<file path="src/hw/execLanesPkg.sv">
// Shared types for execLanes; lane count is fixed here, opcode encodings outside ucmdE are illegal
package execLanesPkg;

	localparam int laneCount = 3;         // Lanes per bundle
	localparam int regCount  = 64;        // Register file depth

	typedef logic [5:0]  regIdT;          // Register number
	typedef logic [63:0] regValT;         // Register value

	localparam regIdT zeroRegId = 6'h3F;  // Writes here are discarded

	// Micro-op codes seen at EX3
	typedef enum logic [5:0] {
		ucmdNop   = 6'h00,                // No write
		ucmdMovRm = 6'h01,                // Store, nothing to retire
		ucmdMovMr = 6'h02,                // Load, retires memData to rmId
		ucmdMovIr = 6'h06,                // Immediate move, EX1 result
		ucmdAlu3  = 6'h0A                 // Three-operand ALU, EX1 result
	} ucmdE;

	// One lane's slot of a bundle
	typedef struct packed {
		ucmdE   op;                       // Micro-op
		regIdT  rn1Id;                    // EX1 destination
		regValT rn1Val;                   // EX1 result
		regIdT  rmId;                     // Load destination
		regValT memData;                  // Load data
		logic   flush;                    // Slot squashed by a branch
	} laneSlotS;

endpackage

</file>
<file path="src/hw/laneIf.sv">
// One lane's valid/ready stream; slot is used issue-to-lane, resId/resVal lane-to-collector
`timescale 1ns/1ps

interface laneIf import execLanesPkg::*; ();

	logic     valid;                      // Producer has data
	logic     ready;                      // Consumer can take it
	laneSlotS slot;                       // Micro-op slot
	regIdT    resId;                      // Retire destination
	regValT   resVal;                     // Retire value

	// Bundle register side
	modport issue (
		output valid,
		output slot,
		input  ready
	);

	// Lane input, mirror of issue
	modport laneIn (
		input  valid,
		input  slot,
		output ready
	);

	// Lane result side
	modport result (
		output valid,
		output resId,
		output resVal,
		input  ready
	);

	// Writeback collector side
	modport collect (
		input  valid,
		input  resId,
		input  resVal,
		output ready
	);

endinterface

</file>
<file path="src/hw/ex3Lane.sv">
// EX3 lane for execLanes; handles only ALU, immediate move, load, store and nop, a flushed slot never flags illegal
`timescale 1ns/1ps

module ex3Lane import execLanesPkg::*; (
	input  logic  clock,
	input  logic  arstN,
	laneIf.laneIn opIn,
	laneIf.result resOut,
	output logic  illegalOp
);

	regIdT  nextId;                       // Chosen destination
	regValT nextVal;                      // Chosen value
	logic   opLegal;                      // Opcode decoded
	logic   accept;                       // Slot enters output register

	logic   resValidQ;                    // Output register occupied
	regIdT  resIdQ;
	regValT resValQ;

	// Destination and value selection
	always_comb begin
		nextId  = opIn.slot.rn1Id;        // EX1 result by default
		nextVal = opIn.slot.rn1Val;
		opLegal = 1'b1;

		case (opIn.slot.op)
			ucmdNop, ucmdMovRm: begin
				nextId = zeroRegId;       // Nothing to retire
			end
			ucmdAlu3, ucmdMovIr: begin
			end
			ucmdMovMr: begin
				nextId  = opIn.slot.rmId; // Load data replaces EX1 result
				nextVal = opIn.slot.memData;
			end
			default: begin
				opLegal = opIn.slot.flush; // Squashed slot counts as nop
				nextId  = zeroRegId;
			end
		endcase

		if (opIn.slot.flush) begin
			nextId = zeroRegId;           // Branch squash discards write
		end
	end

	assign opIn.ready = ~resValidQ | resOut.ready; // Empty or draining
	assign accept     = opIn.valid & opIn.ready;

	assign resOut.valid  = resValidQ;
	assign resOut.resId  = resIdQ;
	assign resOut.resVal = resValQ;

	// Control state
	always_ff @(posedge clock or negedge arstN) begin
		if (!arstN) begin
			resValidQ <= 1'b0;
			illegalOp <= 1'b0;
		end else begin
			if (accept) begin
				resValidQ <= 1'b1;
			end else if (resOut.ready) begin
				resValidQ <= 1'b0;        // Drained, nothing behind it
			end
			if (accept && !opLegal) begin
				illegalOp <= 1'b1;        // Sticky until reset
			end
		end
	end

	// Payload
	always_ff @(posedge clock) begin
		if (accept) begin
			resIdQ  <= nextId;
			resValQ <= nextVal;
		end
	end

	// Flushed slot must retire to the zero register one edge later
	aFlushToZero: assert property (
		@(posedge clock) disable iff (!arstN)
		accept && opIn.slot.flush |=> resOut.valid && resOut.resId == zeroRegId
	) else $error("ex3Lane: flushed slot retired to register %0d", resOut.resId);

endmodule

</file>
<file path="src/flat_wrapper.sv">
// flat-port wrapper written by rule: the top's interface ports become plain ports
module ex3Lane_flat import execLanesPkg::*;
  (clock, arstN, illegalOp, opIn_valid, opIn_slot, opIn_ready, resOut_valid, resOut_resId, resOut_resVal, resOut_ready);
  laneIf opIn_i ();
  laneIf resOut_i ();
  input  logic clock;
  input  logic arstN;
  output logic illegalOp;
  input wire logic [$bits(opIn_i.valid)-1:0] opIn_valid;
  input wire logic [$bits(opIn_i.slot)-1:0] opIn_slot;
  output wire logic [$bits(opIn_i.ready)-1:0] opIn_ready;
  output wire logic [$bits(resOut_i.valid)-1:0] resOut_valid;
  output wire logic [$bits(resOut_i.resId)-1:0] resOut_resId;
  output wire logic [$bits(resOut_i.resVal)-1:0] resOut_resVal;
  input wire logic [$bits(resOut_i.ready)-1:0] resOut_ready;
  assign opIn_i.valid = opIn_valid;
  assign opIn_i.slot = opIn_slot;
  assign opIn_ready = opIn_i.ready;
  assign resOut_valid = resOut_i.valid;
  assign resOut_resId = resOut_i.resId;
  assign resOut_resVal = resOut_i.resVal;
  assign resOut_i.ready = resOut_ready;
  ex3Lane u_core (.clock(clock), .arstN(arstN), .opIn(opIn_i), .resOut(resOut_i), .illegalOp(illegalOp));
endmodule
</file>
<file path="config.mk">
export PLATFORM = sky130hd
export DESIGN_NAME = ex3Lane_flat
export DESIGN_NICKNAME = d
export VERILOG_FILES = /design/src/hw/execLanesPkg.sv /design/src/hw/laneIf.sv /design/src/hw/ex3Lane.sv /design/src/flat_wrapper.sv
export SDC_FILE = /design/constraint.sdc
export NUM_CORES = 1
export LEC_CHECK = 0
export BUFFER_PORTS_ARGS = -buffer_cell sky130_fd_sc_hd__buf_2
export CORE_MARGIN = 1
export CORE_UTILIZATION = 44
export CTS_CLUSTER_DIAMETER = 80
export CTS_CLUSTER_SIZE = 20
export DETAILED_ROUTE_END_ITERATION = 8
export MAX_ROUTING_LAYER = met4
export PLACE_DENSITY = 0.95
export RECOVER_POWER = 25
export REMOVE_ABC_BUFFERS = 1
export SLEW_MARGIN = 15
export SYNTH_ARGS = -nofsm -noshare
export SYNTH_HDL_FRONTEND = slang
export SYNTH_SLANG_ARGS = --single-unit
</file>
<file path="constraint.sdc">
create_clock -name clock -period 5.3 [get_ports clock]
set_clock_uncertainty 0.15 [all_clocks]
set_input_delay 0.53 -clock clock [delete_from_list [all_inputs] [get_ports clock]]
set_output_delay 0.53 -clock clock [all_outputs]
set_load 0.1 [all_outputs]
</file>
### Word-level counts from Yosys, hierarchy flattened

Cells that the tools add are included.
W data, S select, Z words.

| storage, ports and cells | value |
|---|---|
| flip-flop bits (word level) | 72 |
| word-level logic and storage cells | 22 |
| output and inout port bits | 73 |

| cells by class | value |
|---|---|
| bitwise logic cells | 3 |
| muxes and demuxes | 5 |
| reductions and logical operators | 6 |
| equality and inequality tests | 4 |

Operator list:

| cell | number |
|---|---|
| $mux W64 | 1 |
| $pmux W6 S2 | 1 |
| $eq A6 B1 Y1 const B | 1 |
| $eq A6 B2 Y1 const B | 1 |
| $eq A6 B3 Y1 const B | 1 |
| $eq A6 B4 Y1 const B | 1 |
| $logic_not A6 Y1 | 1 |
| $reduce_or A5 Y1 | 1 |
| $mux W1 | 3 |
| $reduce_bool A2 Y1 | 1 |
| $reduce_or A2 Y1 | 1 |
| $and A1 B1 Y1 | 1 |
| $logic_and A1 B1 Y1 | 1 |
| $logic_not A1 Y1 | 1 |
| $not A1 Y1 | 1 |
| $or A1 B1 Y1 | 1 |

### Longest topological paths before layout

| logic depth | value |
|---|---|
| depth in word-level cells | 5 |
| depth in mapped cells | 5 |
| gate-level depth less buffers | 3 |

### Least setup slack after synthesis

OpenSTA, ideal clock, no wires.

| timing path | value |
|---|---|
| path type | register to register |
| start point | reg u_core.resValidQ (netlist: u_core.resOut.valid) |
| end point | reg u_core.resIdQ[0] (netlist: u_core.resOut.resId[0]) (enable) |
| library setup time | 0.435 ns |
| setup slack | 1.276 ns |
| data arrival time | 3.439 ns |
| clock period less this slack | 4.024 ns |
| cell stages (with the launch flop) | 3 |
| path through | dfrtp_1 > nand2b_1 > and2_1 |

| on the way | value |
|---|---|
| word-level cells in the longest chain between the ends | 3 |

Ends and longest elaborated chain:

| what | line | text |
|---|---|---|
| start, declared | ex3Lane.sv:17 | `logic resValidQ;` |
| start signal, assigned | ex3Lane.sv:58 | `resValidQ <= 1'b0;` |
| start signal, assigned | ex3Lane.sv:62 | `resValidQ <= 1'b1;` |
| start signal, assigned | ex3Lane.sv:64 | `resValidQ <= 1'b0;` |
| $not A1 Y1 | ex3Lane.sv:48 | `assign opIn.ready = ~resValidQ \| resOut.ready;` |
| $or A1 B1 Y1 | ex3Lane.sv:48 |  |
| via opIn_ready | flat_wrapper.sv:11 | `output wire logic [$bits(opIn_i.ready)-1:0] opIn_ready;` |
| $and A1 B1 Y1 | ex3Lane.sv:49 | `assign accept = opIn.valid & opIn.ready;` |
| via u_core.accept | ex3Lane.sv:15 | `logic accept;` |
| end signal, assigned | ex3Lane.sv:75 | `resIdQ <= nextId;` |
| end, declared | ex3Lane.sv:18 | `regIdT resIdQ;` |

The timed path passes the listed nets, and every way through them passes these cells.
A chain may end at the register's enable or synchronous reset.

### Worst setup path in the final report

| timing path | value |
|---|---|
| start point | in opIn_slot[146] |
| end point | reg u_core.resValQ[48] (netlist: u_core.resOut.resVal[48]) (data pin) |

| on the way | value |
|---|---|
| word-level cells in the longest chain between the ends | 2 |

Ends and longest elaborated chain:

| what | line | text |
|---|---|---|
| start, declared | flat_wrapper.sv:10 | `input wire logic [$bits(opIn_i.slot)-1:0] opIn_slot;` |
| $eq A6 B2 Y1 | ex3Lane.sv:27 | `case (opIn.slot.op)` |
| $mux W64 | ex3Lane.sv:27 |  |
| via u_core.nextVal[48] | ex3Lane.sv:13 | `regValT nextVal;` |
| end signal, assigned | ex3Lane.sv:76 | `resValQ <= nextVal;` |
| end, declared | ex3Lane.sv:19 | `regValT resValQ;` |

The timed path passes the listed nets, and every way through them passes these cells.

==> flow_metrics.env <==
export IMPL_fp_dieH_um=86.15
export IMPL_portBuffers=223
export IMPL_synth_top_area_share_pct=67.47
export IMPL_grt_pass1_wl_mm=10.96
export IMPL_final_common_cell="buf_2"
export IMPL_clock_latency_ns=0.32
export IMPL_netlist_top_cells_area="edfxtp_1 67%, mux2_2 17%, mux2_1 5.8%"
export IMPL_multi_input_area_sq_um=877.1
export IMPL_grt_max_degree=71
export IMPL_critical_path_required_ns=5.23
export IMPL_fmax_ghz=0.3735
export IMPL_drive_above_1_share_pct=60.10
export IMPL_maxCapViolations=0
export IMPL_fill_cells=570
export IMPL_clkSinkCount=72
export IMPL_p_per_area_mw_per_mm2=322.1
export IMPL_clk_path_buf_depth=2
export IMPL_fp_row_count=30
export IMPL_regArea_sq_mm=0.002152
export IMPL_insertedDiodeCount=0
export IMPL_crit_type="input pin to flip-flop"
export IMPL_nNetsFinal=542
export IMPL_place_area_sq_mm=0.004280
export IMPL_drtIter0Drc=54
export IMPL_tightest_slew_ns=1.220
export IMPL_dpl_hpwl_mm=5.671
export IMPL_core_area_sq_mm=0.006832
export IMPL_leakage_uw=0.001797
export IMPL_area_growth_pct=41.53
export IMPL_crit_slowest_cell="nor2_8"
export IMPL_synth_seq_cells=72
export IMPL_cts_made_buffers=9
export IMPL_cpPeakStageDelay_ns=0.87
export IMPL_postSynthCellCount=163
export IMPL_vias=2328
export IMPL_path_clk_slew_ns=0.08
export IMPL_grtUsageTotal_pct=20.52
export IMPL_clockRootBuffer="clkbuf_8"
export IMPL_wl_per_cell_um=15.40
export IMPL_place_gp_congestion=0.8008
export IMPL_rsz0062_at_grt="false"
export IMPL_synth_warnings=0
export IMPL_grt_ovfl_total=0
export IMPL_tns_ns=0
export IMPL_hold_path_class="input pin to flip-flop"
export IMPL_end_kind="flip-flop"
export IMPL_final_design_area_no_fill_sq_mm=0.004409
export IMPL_vdd_drop_max_mv=0.1692
export IMPL_ioPinCount=224
export IMPL_cp_data_arrival_time_ns=2.61
export IMPL_final_antenna_net_count=0
export IMPL_synth_top_cell_by_area="edfxtp_1"
export IMPL_h_tree_depth=3
export IMPL_drt_pre_antenna_iters=5
export IMPL_post_route_period_util_pct=50.52
export IMPL_tritoncts="done"
export IMPL_die_area_sq_mm=0.007421
export IMPL_start_util_pct=45.60
export IMPL_status="finished, final reports clean"
export IMPL_cts_setup_buffers=0
export IMPL_die_w_um=86.15
export IMPL_antenna_found_initial=0
export IMPL_routed_wl_mm=7.576
export IMPL_avgViaCountPerCell=4.732
export IMPL_ys_seq_area_share_pct=69.08
export IMPL_syn_area_sq_mm=0.003115
export IMPL_final_cell_mix="172 x buf_2, 70 x edfxtp_1, 51 x clkbuf_1"
export IMPL_syn_area_per_cell_sq_um=19.11
export IMPL_start_kind="input pin"
export IMPL_path_max_fanout=70
export IMPL_hold_viol=0
export IMPL_relSlewSlack_pct=19.01
export IMPL_drcViolationCount=0
export IMPL_setup_viol=0
export IMPL_period_needed_ns=2.677
export IMPL_grt_pass1_vias=2369
export IMPL_path_cells="buf_2, or4b_1, nor2_8, mux2_2"
export IMPL_yosysUniqueCellTypes=19
export IMPL_slew_violations=0
-- through the flow --
stage               std cells  setup WS (ns)  utilization [%]  hold WS (ns)  power (uW)
floorplan                 155          1.276                -       0.08441       934.7
global placement          475          2.444            62.66        0.1762        1017
detailed placement        475          2.363            62.66        0.1759        1026
CTS                       492          2.737            65.53        0.2857        1439
global route              492          2.505            64.54        0.2842        1470
finish                    492          2.623            64.54        0.3051        1420
-- sequential cells by signal, summed over array words and instances, names as in the netlist --
signal                cells
u_core.resOut.resVal     64
u_core.illegalOp          1
u_core.resOut.valid       1
u_core.resOut.resId       6
-- logic make-up after synthesis --
logic type	count (synthesis)	synth area share (%)
flops	72	69.08
compound gates	9	2.651
mux	64	23.13
buf+inv	9	2.690
simple gates	9	2.450
-- power breakdown --
part	internal [uW]	switching [uW]	leakage (uW)	total, uW
clock	213	200	0.0000901	413
sequential	661	7.75	0.000673	669
combinational	73.6	265	0.00103	339
total	947	473	0.00180	1420
-- area by class of cell --
| class | count | area share (%) |
|---|---|---|
| clock inverters | 7 | 1.419 |
| multi-input cells | 82 | 19.89 |
| well taps | 96 | 2.724 |
| repair buffers | 225 | 24.26 |
| clock buffers | 9 | 2.809 |
| inverters | 1 | 0.08513 |
| flip-flops and latches | 72 | 48.81 |
-- final timing paths --
kind / startpoint / endpoint / slack [ns] / cells past startpoint
hold / removal: opIn_valid / u_core.resOut.valid / 0.31 / 2
setup reg to reg: u_core.resOut.valid / u_core.resOut.resVal[54] / 2.99 / 3
min in group asynchronous: arstN / u_core.illegalOp / 0.39 / 2
hold reg to reg: u_core.resOut.valid / u_core.resOut.valid / 0.45 / 2
max in group asynchronous: arstN / u_core.resOut.valid / 4.47 / 2
setup / recovery: opIn_slot[146] / u_core.resOut.resVal[48] / 2.62 / 4
-- what timing repair did --
item / 4_1_cts / 5_1_grt
gates resized for setup: 0 / 0
hold buffers: 1 / 0
endpoints found under the hold margin: 2 / 0
-- worst max-delay path, delay by kind of cell --
| family | cells | cell delay [ns] |
|---|---|---|
| mux | 1 | 0.43 |
| simple gates | 2 | 1.52 |
| buf+inv | 1 | 0.10 |
-- synth_stat cells --
library cell and n:
nor2_8 1, buf_4 1, or2_2 1, or4b_4 1
nor3_1 2, a211o_1 1, mux2_2 48, edfxtp_1 70
inv_1 1, dfrtp_1 2, or4_1 1, and2_1 1
a221o_1 6, nand2b_1 2, mux2_1 16, a211oi_1 1
a31oi_1 1, buf_2 1, buf_6 6
-- layer usage --
metal	up-vias	share of wire [%]	routed length [um]	global-route usage, %
met5	-	0	0	-
met4	0	2.1	158	10.30
met3	16	8.0	609	5.101
met2	146	53	3991	36.15
met1	1061	37	2817	21.22
li1	1105	-	-	-
No activity file was read; power rests on OpenSTA's default activity.
